$ cat src/axi_pkg.sv
`default_nettype none

package axi_pkg;

    // Burst types used on this bus, WRAP is never issued
    typedef enum logic [1:0] {
        AXI_BURST_FIXED = 2'b00,
        AXI_BURST_INCR  = 2'b01
    } axi_burst_e;

    // AXI length field is beats minus one
    localparam logic [7:0] AXI_LEN_ONE  = 8'd0;
    localparam logic [7:0] AXI_LEN_FOUR = 8'd3;

    localparam logic [1:0] AXI_RESP_OKAY = 2'b00;

    // Master side of all five channels
    typedef struct packed {
        logic        arvalid;
        logic [31:0] araddr;
        logic [7:0]  arlen;
        axi_burst_e  arburst;
        logic        awvalid;
        logic [31:0] awaddr;
        logic [7:0]  awlen;
        axi_burst_e  awburst;
        logic        wvalid;
        logic [31:0] wdata;
        logic [3:0]  wstrb;
        logic        wlast;
        logic        rready;
        logic        bready;
    } axi_req_t;

    // Slave side, no IDs
    typedef struct packed {
        logic        arready;
        logic        awready;
        logic        wready;
        logic        rvalid;
        logic [31:0] rdata;
        logic        rlast;
        logic        bvalid;
        logic [1:0]  bresp;
    } axi_rsp_t;

endpackage

`default_nettype wire

$ cat src/axi_arbiter.sv
`timescale 1ns/1ns
`default_nettype none

module axi_arbiter import axi_pkg::*; (
    input  logic     clk,
    input  logic     rst,
    input  axi_req_t m0_req_i,
    input  axi_req_t m1_req_i,
    output axi_rsp_t m0_rsp_o,
    output axi_rsp_t m1_rsp_o,
    output axi_req_t s_req_o,
    input  axi_rsp_t s_rsp_i
);

    typedef enum logic [1:0] {
        ARB_IDLE    = 2'h0,
        ARB_BUSY_RD = 2'h1,
        ARB_BUSY_WR = 2'h2
    } arb_state_e;

    arb_state_e state_q;
    arb_state_e state_d;

    logic owner_q;
    logic last_q;
    logic gnt;
    logic m0_want;
    logic m1_want;
    logic ar_hs;
    logic aw_hs;
    logic r_end;
    logic b_end;

    assign m0_want = m0_req_i.arvalid | m0_req_i.awvalid;
    assign m1_want = m1_req_i.arvalid | m1_req_i.awvalid;

    // Grant is combinational in idle so the first handshake costs no cycle
    always_comb begin
        if (state_q == ARB_IDLE) begin
            if (m0_want && m1_want) begin
                gnt = ~last_q;
            end else begin
                gnt = m1_want;
            end
        end else begin
            gnt = owner_q;
        end
    end

    assign s_req_o = gnt ? m1_req_i : m0_req_i;

    // Loser sees an all-zero response
    always_comb begin
        m0_rsp_o = '0;
        m1_rsp_o = '0;
        if (gnt) begin
            m1_rsp_o = s_rsp_i;
        end else begin
            m0_rsp_o = s_rsp_i;
        end
    end

    assign ar_hs = s_req_o.arvalid & s_rsp_i.arready;
    assign aw_hs = s_req_o.awvalid & s_rsp_i.awready;
    assign r_end = s_req_o.rready & s_rsp_i.rvalid & s_rsp_i.rlast;
    assign b_end = s_req_o.bready & s_rsp_i.bvalid;

    always_comb begin
        state_d = state_q;
        case (state_q)
            ARB_IDLE : begin
                if (ar_hs) begin
                    state_d = ARB_BUSY_RD;
                end else if (aw_hs) begin
                    state_d = ARB_BUSY_WR;
                end
            end
            ARB_BUSY_RD : state_d = r_end ? ARB_IDLE : ARB_BUSY_RD;
            ARB_BUSY_WR : state_d = b_end ? ARB_IDLE : ARB_BUSY_WR;
            default     : state_d = ARB_IDLE;
        endcase
    end

    // last_q starts at 1 so the instruction port wins first
    always_ff @(posedge clk or negedge rst) begin
        if (!rst) begin
            state_q <= ARB_IDLE;
            owner_q <= 1'b0;
            last_q  <= 1'b1;
        end else begin
            state_q <= state_d;
            if (state_q == ARB_IDLE && (ar_hs || aw_hs)) begin
                owner_q <= gnt;
            end
            if (state_q != ARB_IDLE && state_d == ARB_IDLE) begin
                last_q <= owner_q;
            end
        end
    end

    // The owner starts nothing new until its transaction ends
    busy_no_new_addr: assert property (
        @(posedge clk) disable iff (!rst)
        (state_q != ARB_IDLE) |-> !(s_req_o.arvalid || s_req_o.awvalid)
    );

    m0_rsp_only_owner: assert property (
        @(posedge clk) disable iff (!rst)
        (m0_rsp_o.rvalid || m0_rsp_o.bvalid) |-> (state_q != ARB_IDLE && !owner_q)
    );

    m1_rsp_only_owner: assert property (
        @(posedge clk) disable iff (!rst)
        (m1_rsp_o.rvalid || m1_rsp_o.bvalid) |-> (state_q != ARB_IDLE && owner_q)
    );

endmodule

`default_nettype wire

$ cat config.mk
export PLATFORM = sky130hd
export DESIGN_NAME = axi_arbiter
export DESIGN_NICKNAME = d
export VERILOG_FILES = /design/src/axi_pkg.sv /design/src/axi_arbiter.sv
export SDC_FILE = /design/constraint.sdc
export NUM_CORES = 1
export LEC_CHECK = 0
export BUFFER_PORTS_ARGS = -buffer_cell sky130_fd_sc_hd__buf_2
export CAP_MARGIN = 20
export CORE_AREA = 2 2 195 197
export CTS_CLUSTER_SIZE = 12
export DETAILED_ROUTE_END_ITERATION = 10
export DIE_AREA = 0 0 197 199
export PLACE_DENSITY = 0.3
export SLEW_MARGIN = 10
export SYNTH_ARGS = -nofsm -noshare
export SYNTH_HDL_FRONTEND = slang
export SYNTH_SLANG_ARGS = --single-unit
$ cat constraint.sdc
create_clock -name clk -period 2.2 [get_ports clk]
set_input_delay 0.22 -clock clk [delete_from_list [all_inputs] [get_ports clk]]
set_output_delay 0.22 -clock clk [all_outputs]
set_load 0.005 [all_outputs]
; ---- Word-level counts from Yosys, hierarchy flattened
; Index checks and enable logic that the tools add are counted.
[classes]
mux = 10
n_eq_ne = 2
bitwise = 8
reduce_logical = 7
[ops]
columns = cell, n
row1 = 126-bit 2-to-1 mux, 1
row2 = 40-bit 2-to-1 mux, 2
row3 = 2-bit 2-to-1 mux, 3
row4 = 2-bit one-hot mux with 3 select lines, 1
row5 = 1-bit AND, 5
row6 = 2-bit zero test, 2
row7 = 1-bit logical AND, 3
row8 = 1-bit 2-to-1 mux, 3
row9 = 2-bit by 1-bit == test with 1-bit output (second input constant), 1
row10 = 2-bit == test (second input constant), 1
row11 = 1-bit OR, 2
row12 = 2-bit nonzero test, 1
row13 = 1-bit logical OR, 1
row14 = 1-bit NOT, 1
[word_totals]
ff_bits = 4
elab_cells = 30

; ---- Depth between registers and ports, before layout
; Gate-level depths: netlist of the first run.
[depth]
word_depth = 11
depth_mapped = 6
ltp_nobuf = 5

; ---- Least setup slack after synthesis of the first run
; Ideal clock, no wire load.
[synth_timing]
path_kind = register to output
start = register last_q
end = output port s_req_o[100] in the netlist's numbering
path_stages_with_launch = 6
path_slack_ns = 0.306
required_time_ns = 1.980
t_arrival_ns = 1.674
path_buffers = 2
path_cell_list = dfstp_2 -> o21ai_1 -> a31oi_4 -> buf_4 -> buf_2 -> mux2_2
[synth_rtl]
columns = item, line_no
row1 = start: declaration, axi_arbiter.sv:25  ; logic last_q;
row2 = start signal: assignment, axi_arbiter.sv:96  ; last_q <= owner_q;
row3 = end: declaration, axi_arbiter.sv:11  ; output axi_req_t s_req_o,

==> results of run 1 <==
-- worst max path at each step --
stage,endpoint,cells after the start,slack [ns]
4_1_cts,s_req_o[0],8,-0.06
5_1_grt,s_req_o[24],7,-0.11
2_1_floorplan,s_req_o[100],5,0.31
3_3_place_gp,s_req_o[36],6,0.13
3_5_place_dp,s_req_o[36],6,0.12
6_report,s_req_o[35],7,-0.009
-- metrics by stage --
| step | cell area [µm²] | TNS (ns) | total power (µW) |
|---|---|---|---|
| floorplan | 2360 | 0 | 3330 |
| global placement | 5600 | 0 | 6310 |
| detailed placement | 5600 | 0 | 6220 |
| CTS | 6010 | -0.931 | 7520 |
| global route | 7440 | -7.44 | 11300 |
| finish | 7440 | -0.0842 | 10600 |
-- metal layers --
layer / wire length [µm] / vias up / global-route usage
met4: 338 / 2 / 0.0150
met5: 20 / - / 0
li1: - / 2033 / -
met1: 7690 / 1983 / 0.0901
met3: 1270 / 20 / 0.0146
met2: 10600 / 274 / 0.154
-- worst max-delay path, cell delays in order (launching register included) --
cell and delay [ns]:
dfrtp_1 0.39, o21a_1 0.24, a31oi_4 0.19, buf_8 0.18
clkbuf_16 0.19, buf_12 0.15, mux2_4 0.31, buf_6 0.12
-- cell usage in the layout (no fill, tap or decap) --
| cell type | instances |
|---|---|
| nor2_2 | 1 |
| buf_8 | 13 |
| dfrtp_1 | 3 |
| o21ai_0 | 1 |
| a221oi_1 | 1 |
| buf_2 | 389 |
| buf_4 | 22 |
| nor2_1 | 3 |
| buf_12 | 8 |
| clkbuf_16 | 12 |
| o32ai_2 | 1 |
| mux2_2 | 18 |
| and2_1 | 35 |
| and2_4 | 4 |
| o21ai_2 | 1 |
| a21oi_1 | 2 |
| nor2b_1 | 40 |
| nand2b_1 | 2 |
| buf_16 | 4 |
| nor3_1 | 3 |
| mux2_4 | 108 |
| clkbuf_1 | 1 |
| and3_1 | 2 |
| o21bai_1 | 2 |
| dfstp_2 | 1 |
| o21ai_1 | 1 |
| dlygate4sd3_1 | 1 |
| or4_1 | 1 |
| o21a_1 | 1 |
| a31oi_4 | 1 |
| nand4_1 | 2 |
| nor4_1 | 1 |
| mux2i_1 | 3 |
| inv_1 | 2 |
| buf_6 | 114 |
| nand2_1 | 4 |
| or2_1 | 2 |
-- power by group --
| group | internal (µW) | switching, µW | total (µW) |
|---|---|---|---|
| clock | 240 | 58.1 | 298 |
| sequential | 114 | 30.3 | 144 |
| combinational | 6470 | 3710 | 10200 |
-- cells by family after synthesis --
logic type             count (synthesis)
AO/OA/AOI/OAI                         11
buffers and inverters                 24
flip-flops                             4
multiplexers                         129
AND/OR/NAND/NOR                      100
-- area by class of cell --
type / instances / area [µm²]
timing repair buffer: 560 / 4100
multi-input combinational: 240 / 2570
clock buffer: 4 / 78.8
sequential: 4 / 101
inverter: 2 / 7.51
tap: 474 / 593
fill: 4155 / 29700
-- what timing repair did --
item                                   CTS  global route
setup buffers                            9            14
endpoints found under the hold margin    3             0
setup endpoints to repair              118           137
hold buffers                             1             0
pin swaps                                2             3
gates cloned                             3            10
resized for setup                       38           231
-- state kept, by name (all words and copies together) (netlist names) --
| signal | cells |
|---|---|
| owner_q | 1 |
| state_q | 2 |
| last_q | 1 |
==> flow_metrics.env, run 1 <==
export IMPL_antenna_found_initial=1
export IMPL_synthTopCellsByArea="mux2_2, nor2b_1, and2_1, buf_2, dfrtp_1"
export IMPL_synthMuxAreaShare=0.614
export IMPL_synth_largest_type_area_fraction=0.601
export IMPL_status="finished, violations left"
export IMPL_cp_required_ns=1.98
export IMPL_fmax_mhz=453
export IMPL_core_area_um2=37100
export IMPL_ys_ff_latch=4
export IMPL_vias=4312
export IMPL_dieArea_um2=39200
export IMPL_cp_start_kind="flip-flop"
export IMPL_fp_row_count=71
export IMPL_clock_tree_buffer_depth=2
export IMPL_criticalPathCategory="reg2out"
export IMPL_grt_max_degree=22
export IMPL_r2r_start="state_q[1]"
export IMPL_synthToLayoutAreaGrowth_pct=215
export IMPL_final_cells=1284
export IMPL_rr_worst_depth=10
export IMPL_clk_latency_ns=0.23
export IMPL_r2r_end="last_q"
export IMPL_synthCells=268
export IMPL_slew_headroom=0.768
export IMPL_powerDensity_nw_per_um2=1430
export IMPL_arrival_ns=1.99
export IMPL_wl_per_cell_um=15.5
export IMPL_drt_iter0_markers=99
export IMPL_dp_slack_ns=0.119
export IMPL_placedCellCount=1244
export IMPL_synth_most_common_cell="mux2_2"
export IMPL_synthXorXnorAreaFrac=0
export IMPL_hp_start="s_rsp_i[2]"
export IMPL_ant_nets=0
export IMPL_violations="setup timing"
export IMPL_synth_area_per_cell_um2=8.81
export IMPL_crit_path_end_kind="output pin"
export IMPL_clk_pin_slew_ns=0.03
export IMPL_die_width_um=197
export IMPL_root_buffer="clkbuf_16"
export IMPL_peakVddDrop_mv=0.615
export IMPL_period_needed_ns=2.21
export IMPL_htreeDepth=1
export IMPL_gp_congestion=0.733
export IMPL_hold_ws_ns=0.384
export IMPL_track_usage=0.0794
export IMPL_dr_pass1_iters=4
export IMPL_nNetsFinal=1105
export IMPL_cts_sinks=4
export IMPL_r2r_slack_ns=0.18
export IMPL_holdPathStages=3
export IMPL_fp_dieH_um=199
export IMPL_io_pins=500
export IMPL_finalHoldViolations=0
export IMPL_critPathMaxFanout=8
export IMPL_synth_edff_count=0
export IMPL_finalClockSkew_ns=0.00289
export IMPL_min_period_over_period=1.00
export IMPL_hold_end="state_q[1]"
export IMPL_leakagePower_uw=0.00410
export IMPL_ys_seq_area_frac=0.0429
export IMPL_syn_nets=562
export IMPL_diodes=0
export IMPL_yosys_area_share_simple=0.255
export IMPL_synth_warnings=0
export IMPL_drc_errors=0
export IMPL_fin_ws_ns=-0.00943
export IMPL_yosys_area_share_adder=0
export IMPL_synthArstFlopShare=1.00
export IMPL_portBuffers=499
export IMPL_setup_viol=19
export IMPL_wl_mm=19.9
export IMPL_routed_via_density=3.36
export IMPL_grt_pass1_vias=3895
export IMPL_dp_hpwl_mm=15.2
export IMPL_grt_pass1_wl_mm=22.9
export IMPL_syn_cell_area_um2=2360
export IMPL_synth_cell_types=27
export IMPL_cts_tree="done"
export IMPL_rsz0062_at_grt="yes"
export IMPL_crit_start="state_q[1]"
export IMPL_synth_compound_area_frac=0.0397
export IMPL_synth_top_family_by_area="multiplexers"
export IMPL_start_util=0.0636
export IMPL_tightestPinTransition_ns=0.349
export IMPL_drive_gt1_frac=0.860
export IMPL_yosysTopAreaCell="mux2_2"
export IMPL_drv_slew=0
export IMPL_fin_util=0.200
export IMPL_drv_cap=0
export IMPL_grt_overflow_total=0
export IMPL_ys_flop_type="dfrtp_1"
export IMPL_hp_class="in2reg"
export IMPL_synth_cells_most_frequent="mux2_2, nor2b_1, and2_1"
export IMPL_cts_inserted_buffers=3
Note: power is estimated with default switching activity, not from simulation.
==> run 2: changes to the inputs <==
Settings changed: CORE_AREA 2 2 195 197 to 2 2 194 196, DIE_AREA 0 0 197 199 to 0 0 196 198.
Clock period 2.2 ns to 2.9 ns, I/O delays scaled along.
==> flow_metrics.env, run 2 (synthesis results as in run 1) <==
export IMPL_status="complete, no violations"
export IMPL_leakagePower_uw=0.00293
export IMPL_slew_headroom=0.709
export IMPL_reg_top3="state_q: 2 flops, last_q: 1 flops, owner_q: 1 flops"
export IMPL_final_common_cell="buf_2"
export IMPL_die_width_um=196
export IMPL_cts_resized=0
export IMPL_drt_iter0_markers=98
export IMPL_cts_sinks=4
export IMPL_pwr_share_clk=0.051
export IMPL_fmax_mhz=402
export IMPL_cts_inserted_buffers=3
export IMPL_root_buffer="clkbuf_16"
export IMPL_power_uw=4440
export IMPL_start_util=0.0639
export IMPL_dieArea_um2=38800
export IMPL_p_int_uw=2500
export IMPL_nNetsFinal=1048
export IMPL_track_usage=0.0711
export IMPL_arrival_ns=2.20
export IMPL_finalHoldViolations=0
export IMPL_drv_cap=0
export IMPL_antenna_found_initial=2
export IMPL_rr_worst_depth=6
export IMPL_largest_reg_flops=2
export IMPL_period_needed_ns=2.49
export IMPL_clk_pin_slew_ns=0.03
export IMPL_routed_via_density=3.14
export IMPL_htreeDepth=1
export IMPL_drive_gt1_frac=0.842
export IMPL_synthToLayoutAreaGrowth_pct=133
export IMPL_core_area_um2=37000
export IMPL_drc_errors=0
export IMPL_crit_path_end_kind="output pin"
export IMPL_setup_viol=0
export IMPL_powerDensity_nw_per_um2=807
export IMPL_grt_max_degree=96
export IMPL_dp_hpwl_mm=14.2
export IMPL_io_pins=500
export IMPL_critPathMaxFanout=95
export IMPL_switching_power_uw=1940
export IMPL_netSwitchingFraction=0.437
export IMPL_clock_tree_buffer_depth=2
export IMPL_drv_slew=0
export IMPL_min_period_over_period=0.859
export IMPL_criticalPathCategory="reg2out"
export IMPL_cp_required_ns=2.61
export IMPL_tightestPinTransition_ns=0.437
export IMPL_pwr_share_comb=0.922
export IMPL_dr_pass1_iters=4
export IMPL_clk_latency_ns=0.23
export IMPL_ant_nets=0
export IMPL_fp_dieH_um=198
export IMPL_grt_pass1_wl_mm=20.8
export IMPL_grt_pass1_vias=3614
export IMPL_peakVddDrop_mv=0.668
export IMPL_layout_common_cells="buf_2, mux2_2, nor2b_1, and2_1"
export IMPL_portBuffers=499
export IMPL_gp_congestion=0.711
export IMPL_tns_ns=0
export IMPL_vias=3859
export IMPL_wl_per_cell_um=13.0
export IMPL_regMostFlops="state_q"
export IMPL_cts_tree="done"
export IMPL_fp_row_count=71
export IMPL_grt_overflow_total=0
export IMPL_wl_mm=15.9
export IMPL_seqPwrFrac=0.028
export IMPL_hp_class="in2async"
export IMPL_finalClockSkew_ns=0.00145
export IMPL_cp_start_kind="flip-flop"
export IMPL_rsz0062_at_grt="no"
run 2: critical path, cell delays in order, from the launching register on:
cell	delay [ns]
dfrtp_1	0.43
o21a_1	0.27
a31oi_4	0.28
buf_12	0.34
mux2_2	0.41
buf_2	0.13
run 2: through the flow:
step	instances	worst slack [ns]	utilization	cell area (µm²)	hold WS [ns]
after floorplan	268	0.936	-	2360	-0.00559
after global placement	1222	0.656	0.146	5410	0.127
after detailed placement	1222	0.655	0.146	5410	0.128
after CTS	1227	0.418	0.149	5490	0.474
after global routing	1227	0.279	0.149	5490	0.515
final	1228	0.410	0.149	5500	0.457
run 2: cell type report:
| class | count | area [µm²] |
|---|---|---|
| fill | 4284 | 31500 |
| tap | 474 | 593 |
| timing repair buffer | 503 | 2570 |
| clock buffer | 4 | 78.8 |
| inverter | 2 | 7.51 |
| antenna | 1 | 2.50 |
| sequential | 4 | 101 |
| multi-input combinational | 240 | 2150 |
run 2: layer usage:
metal  GRT usage  vias up  routed length, µm
li1            -     1920                  -
met1      0.0813     1680               6290
met2       0.135      247               8210
met3      0.0162       12               1200
met4      0.0132        0                240
met5           0        -                  0
run 2: power groups by stage:
stage	Combinational, µW	Sequential [µW]	Clock, µW
detailed placement	4140	124	0
global route	4460	133	237
floorplan	2410	114	0
CTS	4160	122	231
global placement	4220	123	0
finish	4090	122	226
run 2: path summary, 6_finish.rpt:
path / start / endpoint / slack (ns)
worst max register to register: state_q[1] / owner_q / 0.70
worst min register to register: last_q / last_q / 0.49
worst max-delay path: state_q[1] / s_req_o[118] / 0.41
worst min-delay path: rst / state_q[0] / 0.46
min in group clk: s_rsp_i[2] / state_q[1] / 0.46
max in group asynchronous: rst / last_q / 2.22
run 2: what timing repair did:
item / CTS / global route
buffers inserted: 0 / 0
hold buffers: 1 / 0
hold endpoints to repair: 3 / 0
