$ cat config.mk
export PLATFORM = sky130hd
export DESIGN_NAME = axi_master
export DESIGN_NICKNAME = d
export VERILOG_FILES = /design/src/axi_pkg.sv /design/src/cpu_mem_pkg.sv /design/src/axi_master.sv
export SDC_FILE = /design/constraint.sdc
export NUM_CORES = 1
export LEC_CHECK = 0
export ABC_AREA = 1
export ABC_CLOCK_PERIOD_IN_PS = 2900
export BUFFER_PORTS_ARGS = -buffer_cell sky130_fd_sc_hd__buf_2
export CAP_MARGIN = 20
export CORE_ASPECT_RATIO = 0.8
export CORE_MARGIN = 8
export CORE_UTILIZATION = 26
export CTS_BUF_LIST = sky130_fd_sc_hd__clkbuf_4 sky130_fd_sc_hd__clkbuf_8
export CTS_CLUSTER_SIZE = 10
export DETAILED_ROUTE_END_ITERATION = 12
export GPL_TIMING_DRIVEN = 0
export PLACE_DENSITY = 0.65
export SETUP_SLACK_MARGIN = 0.05
export SLEW_MARGIN = 0
export SYNTH_ARGS = -nofsm -noshare
export SYNTH_HDL_FRONTEND = slang
export SYNTH_SLANG_ARGS = --single-unit
$ cat constraint.sdc
create_clock -name clk -period 2.9 [get_ports clk]
set_input_delay 0.58 -clock clk [delete_from_list [all_inputs] [get_ports clk]]
set_output_delay 0.58 -clock clk [all_outputs]
set_load 0.02 [all_outputs]
$ cat src/axi_pkg.sv
`default_nettype none

package axi_pkg;

    // Burst types used on this bus, WRAP is never issued
    typedef enum logic [1:0] {
        AXI_BURST_FIXED = 2'b00,
        AXI_BURST_INCR  = 2'b01
    } axi_burst_e;

    // AXI length field is beats minus one
    localparam logic [7:0] AXI_LEN_ONE  = 8'd0;
    localparam logic [7:0] AXI_LEN_FOUR = 8'd3;

    localparam logic [1:0] AXI_RESP_OKAY = 2'b00;

    // Master side of all five channels
    typedef struct packed {
        logic        arvalid;
        logic [31:0] araddr;
        logic [7:0]  arlen;
        axi_burst_e  arburst;
        logic        awvalid;
        logic [31:0] awaddr;
        logic [7:0]  awlen;
        axi_burst_e  awburst;
        logic        wvalid;
        logic [31:0] wdata;
        logic [3:0]  wstrb;
        logic        wlast;
        logic        rready;
        logic        bready;
    } axi_req_t;

    // Slave side, no IDs
    typedef struct packed {
        logic        arready;
        logic        awready;
        logic        wready;
        logic        rvalid;
        logic [31:0] rdata;
        logic        rlast;
        logic        bvalid;
        logic [1:0]  bresp;
    } axi_rsp_t;

endpackage

`default_nettype wire

$ cat src/cpu_mem_pkg.sv
`default_nettype none

package cpu_mem_pkg;

    // Access size of a cache write, unlisted codes act as word
    typedef enum logic [1:0] {
        SZ_BYTE = 2'b00,
        SZ_HALF = 2'b01,
        SZ_WORD = 2'b10
    } mem_size_e;

    // Cache strobes, held until wait drops
    typedef struct packed {
        logic        req;
        logic        write;
        logic        sctrl_rd;
        mem_size_e   size;
        logic [31:0] addr;
        logic [31:0] wdata;
    } mem_req_t;

endpackage

`default_nettype wire

$ cat src/axi_master.sv
`timescale 1ns/1ns
`default_nettype none

module axi_master import axi_pkg::*, cpu_mem_pkg::*; (
    input  logic        clk,
    input  logic        rst,
    input  mem_req_t    creq_i,
    output axi_req_t    axi_req_o,
    input  axi_rsp_t    axi_rsp_i,
    output logic [31:0] rdata_o,
    output logic        wait_o
);

    typedef enum logic [2:0] {
        IDLE  = 3'h0,
        AR_CH = 3'h1,
        R_CH  = 3'h2,
        AW_CH = 3'h3,
        W_CH  = 3'h4,
        B_CH  = 3'h5
    } master_state_e;

    master_state_e state_q;
    master_state_e state_d;

    logic        arhns;
    logic        rhns;
    logic        awhns;
    logic        whns;
    logic        bhns;
    logic        rdfin;
    logic        req_rd;
    logic        req_wr;
    logic [3:0]  wstrb;
    logic [31:0] rdata_q;

    assign arhns = axi_req_o.arvalid & axi_rsp_i.arready;
    assign rhns  = axi_req_o.rready  & axi_rsp_i.rvalid;
    assign awhns = axi_req_o.awvalid & axi_rsp_i.awready;
    assign whns  = axi_req_o.wvalid  & axi_rsp_i.wready;
    assign bhns  = axi_req_o.bready  & axi_rsp_i.bvalid;
    assign rdfin = rhns & axi_rsp_i.rlast;

    // A control read always wins over a write strobe
    assign req_rd = (creq_i.req & ~creq_i.write) | creq_i.sctrl_rd;
    assign req_wr = creq_i.req & creq_i.write & ~creq_i.sctrl_rd;

    // Low bytes only
    always_comb begin
        case (creq_i.size)
            SZ_BYTE : wstrb = 4'b0001;
            SZ_HALF : wstrb = 4'b0011;
            default : wstrb = 4'b1111;
        endcase
    end

    always_ff @(posedge clk) begin
        if (rhns) begin
            rdata_q <= axi_rsp_i.rdata;
        end
    end

    assign rdata_o = rhns ? axi_rsp_i.rdata : rdata_q;

    always_ff @(posedge clk or negedge rst) begin
        if (!rst) begin
            state_q <= IDLE;
        end else begin
            state_q <= state_d;
        end
    end

    always_comb begin
        state_d = state_q;
        case (state_q)
            IDLE : begin
                if (req_rd) begin
                    state_d = arhns ? R_CH : AR_CH;
                end else if (req_wr) begin
                    state_d = awhns ? W_CH : AW_CH;
                end
            end
            AR_CH   : state_d = arhns ? R_CH : AR_CH;
            R_CH    : state_d = rdfin ? IDLE : R_CH;
            AW_CH   : state_d = awhns ? W_CH : AW_CH;
            W_CH    : state_d = whns ? B_CH : W_CH;
            B_CH    : state_d = bhns ? IDLE : B_CH;
            default : state_d = IDLE;
        endcase
    end

    // Address and data come straight from the held cache strobes
    always_comb begin
        axi_req_o         = '0;
        axi_req_o.araddr  = creq_i.addr;
        axi_req_o.arlen   = creq_i.sctrl_rd ? AXI_LEN_ONE : AXI_LEN_FOUR;
        axi_req_o.arburst = AXI_BURST_INCR;
        axi_req_o.awaddr  = creq_i.addr;
        axi_req_o.awlen   = AXI_LEN_ONE;
        axi_req_o.awburst = AXI_BURST_FIXED;
        axi_req_o.wdata   = creq_i.wdata;
        axi_req_o.wstrb   = wstrb;
        axi_req_o.wlast   = 1'b1;
        case (state_q)
            IDLE : begin
                axi_req_o.arvalid = req_rd;
                axi_req_o.awvalid = req_wr;
            end
            AR_CH   : axi_req_o.arvalid = 1'b1;
            R_CH    : axi_req_o.rready  = 1'b1;
            AW_CH   : axi_req_o.awvalid = 1'b1;
            W_CH    : axi_req_o.wvalid  = 1'b1;
            B_CH    : axi_req_o.bready  = 1'b1;
            default : axi_req_o.arvalid = 1'b0;
        endcase
    end

    // One low cycle per read beat and one at the write response
    always_comb begin
        case (state_q)
            IDLE    : wait_o = req_rd | req_wr;
            R_CH    : wait_o = ~rhns;
            B_CH    : wait_o = ~bhns;
            default : wait_o = 1'b1;
        endcase
    end

    // A pending address keeps its fields until it is taken
    ar_held_until_ready: assert property (
        @(posedge clk) disable iff (!rst)
        (axi_req_o.arvalid && !axi_rsp_i.arready) |=>
            (axi_req_o.arvalid && $stable(axi_req_o.araddr) && $stable(axi_req_o.arlen))
    );

    rsp_only_when_ready: assert property (
        @(posedge clk) disable iff (!rst)
        (!axi_rsp_i.rvalid || axi_req_o.rready) && (!axi_rsp_i.bvalid || axi_req_o.bready)
    );

endmodule

`default_nettype wire

Yosys cells after proc, flatten, opt, wreduce, memory -nomap -nowiden
Cells that the tools add are included.
{"block": "word_totals", "output_inout_bits": 159, "reg_bits": 35, "inputBits": 111, "wordCells": 43}
{"block": "classes", "reduce_logical": 2, "n_eq_ne": 7, "bitwise": 15, "muxes": 17}
{"cell": "two-way mux 32 bit", "n": 1}
{"cell": "case mux 3 bit (6 select lines)", "n": 1}
{"cell": "two-way mux 3 bit", "n": 4}
{"cell": "AND 1 bit", "n": 9}
{"cell": "case mux 4 bit (2 select lines)", "n": 1}
{"cell": "== test 3 x 2 -> 1 bit (second input constant)", "n": 2}
{"cell": "== test 3 bit (second input constant)", "n": 2}
{"cell": "two-way mux 2 bit", "n": 3}
{"cell": "two-way mux 1 bit", "n": 4}
{"cell": "NOT 1 bit", "n": 4}
{"cell": "case mux 1 bit (2 select lines)", "n": 2}
{"cell": "== test 3 x 1 -> 1 bit (second input constant)", "n": 1}
{"cell": "logical NOT 3 bit", "n": 1}
{"cell": "!= test 3 bit (second input constant)", "n": 1}
{"cell": "case mux 1 bit (3 select lines)", "n": 1}
{"cell": "== test 2 x 1 -> 1 bit (second input constant)", "n": 1}
{"cell": "logical NOT 2 bit", "n": 1}
{"cell": "OR 1 bit", "n": 2}

Depth between registers and ports, before layout
Gate-level depths: netlist of the first run.
{"block": "depth", "word_depth": 8, "mapped_depth": 9}

Worst setup path after synthesis of the first run
Ideal clock, no wire load.
{"block": "synth_path", "path_type": "input -> output", "startpoint": "input port axi_rsp_i[36] in the netlist's numbering", "endpoint": "output port wait_o", "stages": 3, "required_time_ps": 2320, "arrival_time_ps": 1360, "slack_ps": 960, "n_path_buf": 0, "cell_sequence": "inv_1 > nor2_8 > o31ai_1"}
{"block": "synth_between", "elab_chain_len": 3}
{"element": "start: declaration", "line": "axi_master.sv:9", "text": "input axi_rsp_t axi_rsp_i,"}
{"element": "AND 1 bit", "line": "axi_master.sv:38", "text": "assign rhns = axi_req_o.rready & axi_rsp_i.rvalid;"}
{"element": "NOT 1 bit", "line": "axi_master.sv:122", "text": "R_CH : wait_o = ~rhns;"}
{"element": "case mux 1 bit (3 select lines)", "line": "axi_master.sv:120", "text": "case (state_q)"}
{"element": "end: declaration", "line": "axi_master.sv:11", "text": "output logic wait_o"}
No other way between the ends.

Worst setup path in the final report of the first run
{"block": "layout_path", "startpoint": "register state_q[2]", "endpoint": "output port rdata_o[17]"}
{"block": "layout_between", "elab_chain_len": 4}
{"element": "start: declaration", "line": "axi_master.sv:23", "text": "master_state_e state_q;"}
{"element": "start signal: assignment", "line": "axi_master.sv:69", "text": "state_q <= state_d;"}
{"element": "== test 3 x 2 -> 1 bit", "line": "axi_master.sv:104", "text": "case (state_q)"}
{"element": "two-way mux 1 bit", "line": "axi_master.sv:104"}
{"element": "AND 1 bit", "line": "axi_master.sv:38"}
{"element": "two-way mux 32 bit"}
{"element": "end: declaration", "line": "axi_master.sv:10", "text": "output logic [31:0] rdata_o,"}
No other way between the ends.

==> reports/qor.yml, run 1 <==
syn_inst: 310
syn2layout_area_growth_pct: 53.67
dp_cells: 623
finalSetupTns_ns: 0
synth_mux_area_share_pct: 0
seq_power_share_pct: 27.5
synthXorXnorAreaFrac_pct: 0
final_common_cell: "buf_2"
ant_nets: 0
crit_type: "reg -> out"
num_vias: 2322
cp_slowest_stage_delay_ns: 0.44
io_pins: 270
clock_sinks: 35
synthSimpleGateAreaFrac_pct: 23.14
timing.final.crit_share_pct: 78.23
fp.dieH_um: 100.2
clock_skew_ns: 0.007784
design_area_um2: 3540
cp-end-kind: "output pin"
grtUsageTotal_pct: 11.59
power.internal_mw: 1.554
wl_per_cell_um: 12.14
io_buffers: 183
rsz0062_at_grt: "false"
dpl-instance-area_um2: 3427
worstPathCellList: "nor2_4 > nand2_2 > nor2_8 > inv_4 > buf_6 > nand2_1 > nand2_1 > buf_2"
slew_violations: 0
clkPwrFrac_pct: 15.1
ys_seq_area_share_pct: 31.07
slowest_stage: "dfrtp_1"
r2r_cells: 9
outcome: "completed"
yosysWarnings: 0
period_needed_ns: 2.269
synth_top_family_by_area: "buffers and inverters"
cp.arrival_ns: 1.69
fp.dieArea_um2: 12150
synth-compound-area-share_pct: 1.847
cts_setup_buffers: 0
pwr_density_cell_nw_per_um2: 814.5
htreeDepth: 2
max-slew-margin-rel_pct: 66.08
antenna_found_initial: 0
cpMostUsedCell: "nand2_1"
dr.pass1.iters: 4
p_leak_nw: 2.216
cts_buffers: 5
hp-class: "in -> async"
fmax_mhz: 440.8
clk_latency_ns: 0.28
required_ns: 2.32
tritoncts: "yes"
ctsRootBufferMaster: "clkbuf_8"
ir_drop_uv: 433.9
final_cell_mix: "183 x buf_2, 118 x buf_4, 109 x nand2_1"
finalPower_mw: 2.883
dpl.hpwl_um: 6893
syn-cell-area_um2: 2303
hold_violations: 0
grt_max_degree: 13
path_depth: 8
p_switching_mw: 1.329
fp.coreArea_um2: 8558
layout-drive-gt1-share_pct: 62.81
grt_pass1_wl_um: 11650
share_comb_of_total_power_pct: 57.4
rows: 30
ys.flop_type: "dfxtp_1"
worst-slew-pin-transition_ns: 0.5049
cap_violations: 0
setup_viol: 0
crit_fanout: 10
cts_hold_buf: 0
floorplan.initialDensity_pct: 26.92
critPathTopFamily: "simple AND/OR/NAND/NOR gates"
post-route-util_pct: 41.36
grt_overflow: 0
gp_routability_congestion: 0.7610
num_antenna_cells: 0
synth_edf_count: 0
ctsLongestPathBuffers: 2
post_drt_via_cell_ratio: 3.680
fp.dieW_um: 121.2
synthArstFlopShare_pct: 8.571
ys_ff_latch: 35
drc: 0
worst_setup_path_start_kind: "register"
postLayoutSetupSlackWorst_ns: 0.6314
instances_no_fill: 631
hold_ws_ns: 0.08133
wl_um: 7658
path_buf_inv: 3
synth_adder_area_share_pct: 0
swShare_pct: 46.10
nNetsFinal: 629
dr.first_iter.drc_count: 53
grt_pass1_vias: 2438
clk_pin_slew_ns: 0.07
post_synth.cell_area_avg_um2: 7.431
synth_cell_types: 24
place_ws_ns: 0.8272
cts-resized-gates: 0
kinds of logic (layout without fill, tap and decap cells):
family,Yosys count,in the layout
other,2,20
and+or+nand+nor,129,129
AOI/OAI and AO/OA,7,7
DFF,35,35
buffers and inverters,137,328
state kept, by name (all words and copies together) (netlist names):
signal / cells
state_q: 3
rdata_q: 32
power by group through the flow:
stage	clock network, mW	registers [mW]	logic (mW)
6_report	0.435	0.793	1.65
5_1_grt	0.475	0.821	1.82
4_1_cts	0.458	0.795	1.69
3_5_place_dp	0	0.805	1.68
3_3_place_gp	0	0.796	1.65
2_1_floorplan	0	0.787	1.15
routing by layer:
| metal | vias to the layer above | routed length [µm] | track usage (%) | part of all wire (%) |
|---|---|---|---|---|
| met4 | 0 | 60 | 3.122 | 0.78 |
| met1 | 983 | 2530 | 11.11 | 33 |
| met5 | - | 0 | 0 | 0 |
| met2 | 116 | 4082 | 22.18 | 53 |
| li1 | 1218 | - | - | - |
| met3 | 5 | 984 | 4.882 | 13 |
path summary, 6_finish.rpt:
path / from / endpoint / slack (ns)
worst min-delay path: rst / state_q[2]$_DFFE_PN0P_ / 0.08
worst min register to register: rdata_q[19]$_DFF_P_ / rdata_q[19]$_DFF_P_ / 0.44
max in group asynchronous: rst / state_q[0]$_DFFE_PN0P_ / 2.72
min in group clk: rdata_q[19]$_DFF_P_ / rdata_q[19]$_DFF_P_ / 0.44
worst max register to register: state_q[0]$_DFFE_PN0P_ / state_q[1]$_DFFE_PN0P_ / 1.54
worst max-delay path: state_q[2]$_DFFE_PN0P_ / rdata_o[17] / 0.63
area by class of cell:
cell class	instances	area (µm²)
Inverter	12	47.55
Clock inverter	3	43.79
Timing Repair Buffer	183	915.9
Clock buffer	5	68.82
Tap cell	112	140.1
Buffer	125	957.2
Multi-Input combinational cell	156	650.6
Fill cell	929	5019
Sequential cell	35	715.7
cell usage after synthesis (2+ instances only):
cell type | count | area, µm²
buf_4 | 118 | 885.9
nand2_1 | 109 | 409.1
dfxtp_1 | 32 | 640.6
inv_1 | 8 | 30.03
buf_6 | 6 | 67.56
nand3_1 | 6 | 30.03
nor2_1 | 5 | 18.77
dfrtp_1 | 3 | 75.07
inv_2 | 3 | 11.26
nor3_1 | 3 | 15.01
a21oi_1 | 2 | 10.01
conb_1 | 2 | 7.510
nand2_2 | 2 | 12.51
Note: power is estimated with default switching activity, not from simulation.
==> run 2: changes to the inputs <==
--- a/config.mk
+++ b/config.mk
@@ -6,7 +6,7 @@
 export NUM_CORES = 1
 export LEC_CHECK = 0
 export ABC_AREA = 1
-export ABC_CLOCK_PERIOD_IN_PS = 2900
+export ABC_CLOCK_PERIOD_IN_PS = 2000
 export BUFFER_PORTS_ARGS = -buffer_cell sky130_fd_sc_hd__buf_2
 export CAP_MARGIN = 20
 export CORE_ASPECT_RATIO = 0.8
@@ -16,7 +16,7 @@
 export CTS_CLUSTER_SIZE = 10
 export DETAILED_ROUTE_END_ITERATION = 12
 export GPL_TIMING_DRIVEN = 0
-export PLACE_DENSITY = 0.65
+export PLACE_DENSITY = 0.68
 export SETUP_SLACK_MARGIN = 0.05
 export SLEW_MARGIN = 0
 export SYNTH_ARGS = -nofsm -noshare
==> constraint.sdc (replaced) <==
create_clock -name clk -period 2 [get_ports clk]
set_input_delay 0.4 -clock clk [delete_from_list [all_inputs] [get_ports clk]]
set_output_delay 0.4 -clock clk [all_outputs]
set_load 0.02 [all_outputs]
==> run 2 against run 1 <==
The run now ends with setup timing left. Routed wire length grew 9.5%. Worst hold slack gained 0.26 ns. Combinational power grew 96%. Utilization increased by 4.6 points. Total power grew 71%. Sequential power grew 48%. Critical path type unchanged.
==> reports/qor.yml, run 2 (synthesized netlist as in run 1, its figures left out) <==
clock_skew_ns: 0.006788  # was 0.007784 ns
dpl.hpwl_um: 6965  # was 6893 µm
final_common_cell: "buf_2"  # unchanged
rsz0062_at_grt: "true"  # was false
layout-drive-gt1-share_pct: 70.92  # was 62.81%
floorplan.initialDensity_pct: 26.92  # unchanged
path_buf_inv: 4  # was 3
cp.arrival_ns: 1.60  # was 1.69 ns
cpMostUsedCell: "nand2_1"  # unchanged
design_area_um2: 3931  # was 3540 µm²
grt_pass1_vias: 2544  # was 2438
postLayoutSetupSlackWorst_ns: -0.002655  # was 0.6314 ns
clkPwrFrac_pct: 10.6  # was 15.1%
outcome: "finished, violations left"  # was completed
io_pins: 270  # unchanged
crit_fanout: 7  # was 10
hp-class: "in -> reg"  # was in -> async
clk_latency_ns: 0.28  # about the same
ir_drop_uv: 689.0  # was 433.9 µV
largest_reg_flops: 32  # unchanged
syn2layout_area_growth_pct: 70.67  # was 53.67%
wl_per_cell_um: 13.00  # was 12.14 µm
gp_routability_congestion: 0.8112  # was 0.7610
finalSetupTns_ns: -0.003515  # was 0 ns
num_vias: 2429  # was 2322
clk_pin_slew_ns: 0.07  # about the same
dpl-instance-area_um2: 3427  # unchanged
fp.dieH_um: 100.2  # unchanged
slew_violations: 0  # unchanged
post_drt_via_cell_ratio: 3.766  # was 3.680
pwr_density_cell_nw_per_um2: 1253  # was 814.5 nW/µm²
ctsLongestPathBuffers: 2  # unchanged
final_cell_mix: "158 x buf_2, 131 x buf_4, 73 x nand2_1"  # was 183 x buf_2, 118 x buf_4, 109 x nand2_1
tritoncts: "yes"  # unchanged
fp.dieArea_um2: 12150  # unchanged
clock_sinks: 35  # unchanged
post-route-util_pct: 45.94  # was 41.36%
wl_um: 8385  # was 7658 µm
worstPathCellList: "inv_2 > nand2_4 > nor2_8 > inv_6 > buf_6 > nand2_1 > nand2_1 > buf_2"  # was nor2_4 > nand2_2 > nor2_8 > inv_4 > buf_6 > nand2_1 > nand2_1 > buf_2
ant_nets: 0  # unchanged
fp.coreArea_um2: 8558  # unchanged
fp.dieW_um: 121.2  # unchanged
worst_setup_path_start_kind: "register"  # unchanged
grtUsageTotal_pct: 12.27  # was 11.59%
seq_power_share_pct: 23.7  # was 27.5%
timing.final.crit_share_pct: 100.1
top_register: "rdata_q"  # unchanged
antenna_found_initial: 0  # unchanged
drc: 0  # unchanged
fillers: 844  # was 929
cts_buffers: 5  # unchanged
share_comb_of_total_power_pct: 65.7  # was 57.4%
htreeDepth: 2  # unchanged
grt_max_degree: 11  # was 13
nNetsFinal: 643  # was 629
finalPower_mw: 4.925  # was 2.883 mW
grt_pass1_wl_um: 12310  # was 11650 µm
p_leak_nw: 2.339  # was 2.216 nW
instances_no_fill: 645  # was 631
slowest_stage: "dfrtp_1"  # unchanged
period_needed_ns: 2.003
dr.first_iter.drc_count: 96  # was 53
setup_viol: 2  # was 0
io_buffers: 183  # unchanged
hold_violations: 0  # unchanged
dp_cells: 623  # unchanged
violations: "setup timing"
cp-end-kind: "output pin"  # unchanged
num_antenna_cells: 0  # unchanged
top_regs: "rdata_q: 32 flops, state_q: 3 flops"  # unchanged
fmax_mhz: 499.3
rows: 30  # unchanged
power.internal_mw: 2.723  # was 1.554 mW
cap_violations: 0  # unchanged
p_switching_mw: 2.202  # was 1.329 mW
crit_type: "reg -> out"  # unchanged
ctsRootBufferMaster: "clkbuf_8"  # unchanged
critPathTopFamily: "buffers and inverters"  # was simple AND/OR/NAND/NOR gates
required_ns: 1.60  # was 2.32 ns
cp_slowest_stage_delay_ns: 0.43  # was 0.44 ns
dr.pass1.iters: 4  # unchanged
grt_overflow: 0  # unchanged
swShare_pct: 44.70  # was 46.10%
run 2: path summary, 6_finish.rpt:
kind | slack [ns] | endpoint | cells past startpoint | startpoint
min in group asynchronous | 0.45 | state_q[0]$_DFFE_PN0P_ | 2 | rst
max in group asynchronous | 1.45 | state_q[2]$_DFFE_PN0P_ | 2 | rst
setup / recovery | -0.003 | rdata_o[19] | 8 | state_q[0]$_DFFE_PN0P_
hold reg to reg | 0.44 | rdata_q[1]$_DFF_P_ | 2 | rdata_q[1]$_DFF_P_
hold / removal | 0.34 | rdata_q[19]$_DFF_P_ | 3 | axi_rsp_i[23]
setup reg to reg | 0.56 | state_q[2]$_DFFE_PN0P_ | 6 | state_q[0]$_DFFE_PN0P_
run 2: layout make-up:
cell class | instances | area (µm²) | area share (%)
clock buffer | 7 | 83.83 | 2.132
sequential | 35 | 715.7 | 18.20
tap | 112 | 140.1 | 3.565
multi-input combinational | 156 | 785.8 | 19.99
timing repair buffer | 197 | 1180 | 30.01
clock inverter | 1 | 5.005 | 0.1273
inverter | 12 | 52.55 | 1.337
buffer | 125 | 968.4 | 24.63
run 2: what timing repair did:
action	in CTS	in global routing
resized for setup	44	57
setup buffers	7	5
hold endpoints to repair	3	0
gates cloned	1	0
pin swaps	7	5
hold buffers	1	0
endpoints found under the setup margin	33	34
run 2: per-layer routing:
metal | global-route usage, % | wire length, µm
met5 | 0 | 0
met4 | 2.554 | 47
met3 | 3.816 | 802
met2 | 24.64 | 4642
met1 | 11.91 | 2892
run 2: worst reg2reg max path: cells and delay by family, from the launching register on:
| kind | cells | cell delay [ns] |
|---|---|---|
| buf+inv | 1 | 0.16 |
| compound gates | 2 | 0.40 |
| flops | 1 | 0.43 |
| simple gates | 3 | 0.36 |
run 2: through the flow:
| step | hold WS, ns | setup slack (ns) |
|---|---|---|
| global route | 0.3292 | -0.1083 |
| detailed placement | 0.2011 | 0.1855 |
| floorplan | 0.1044 | 0.3234 |
| finish | 0.3381 | -0.002655 |
| global placement | 0.1961 | 0.1976 |
| CTS | 0.3160 | -0.03152 |
run 2: power groups by stage:
stage | Clock (mW) | Sequential, mW | Combinational [mW]
floorplan | 0 | 1.14 | 1.67
finish | 0.520 | 1.17 | 3.24
global route | 0.593 | 1.21 | 3.47
global placement | 0 | 1.15 | 2.42
detailed placement | 0 | 1.16 | 2.45
CTS | 0.553 | 1.15 | 2.85
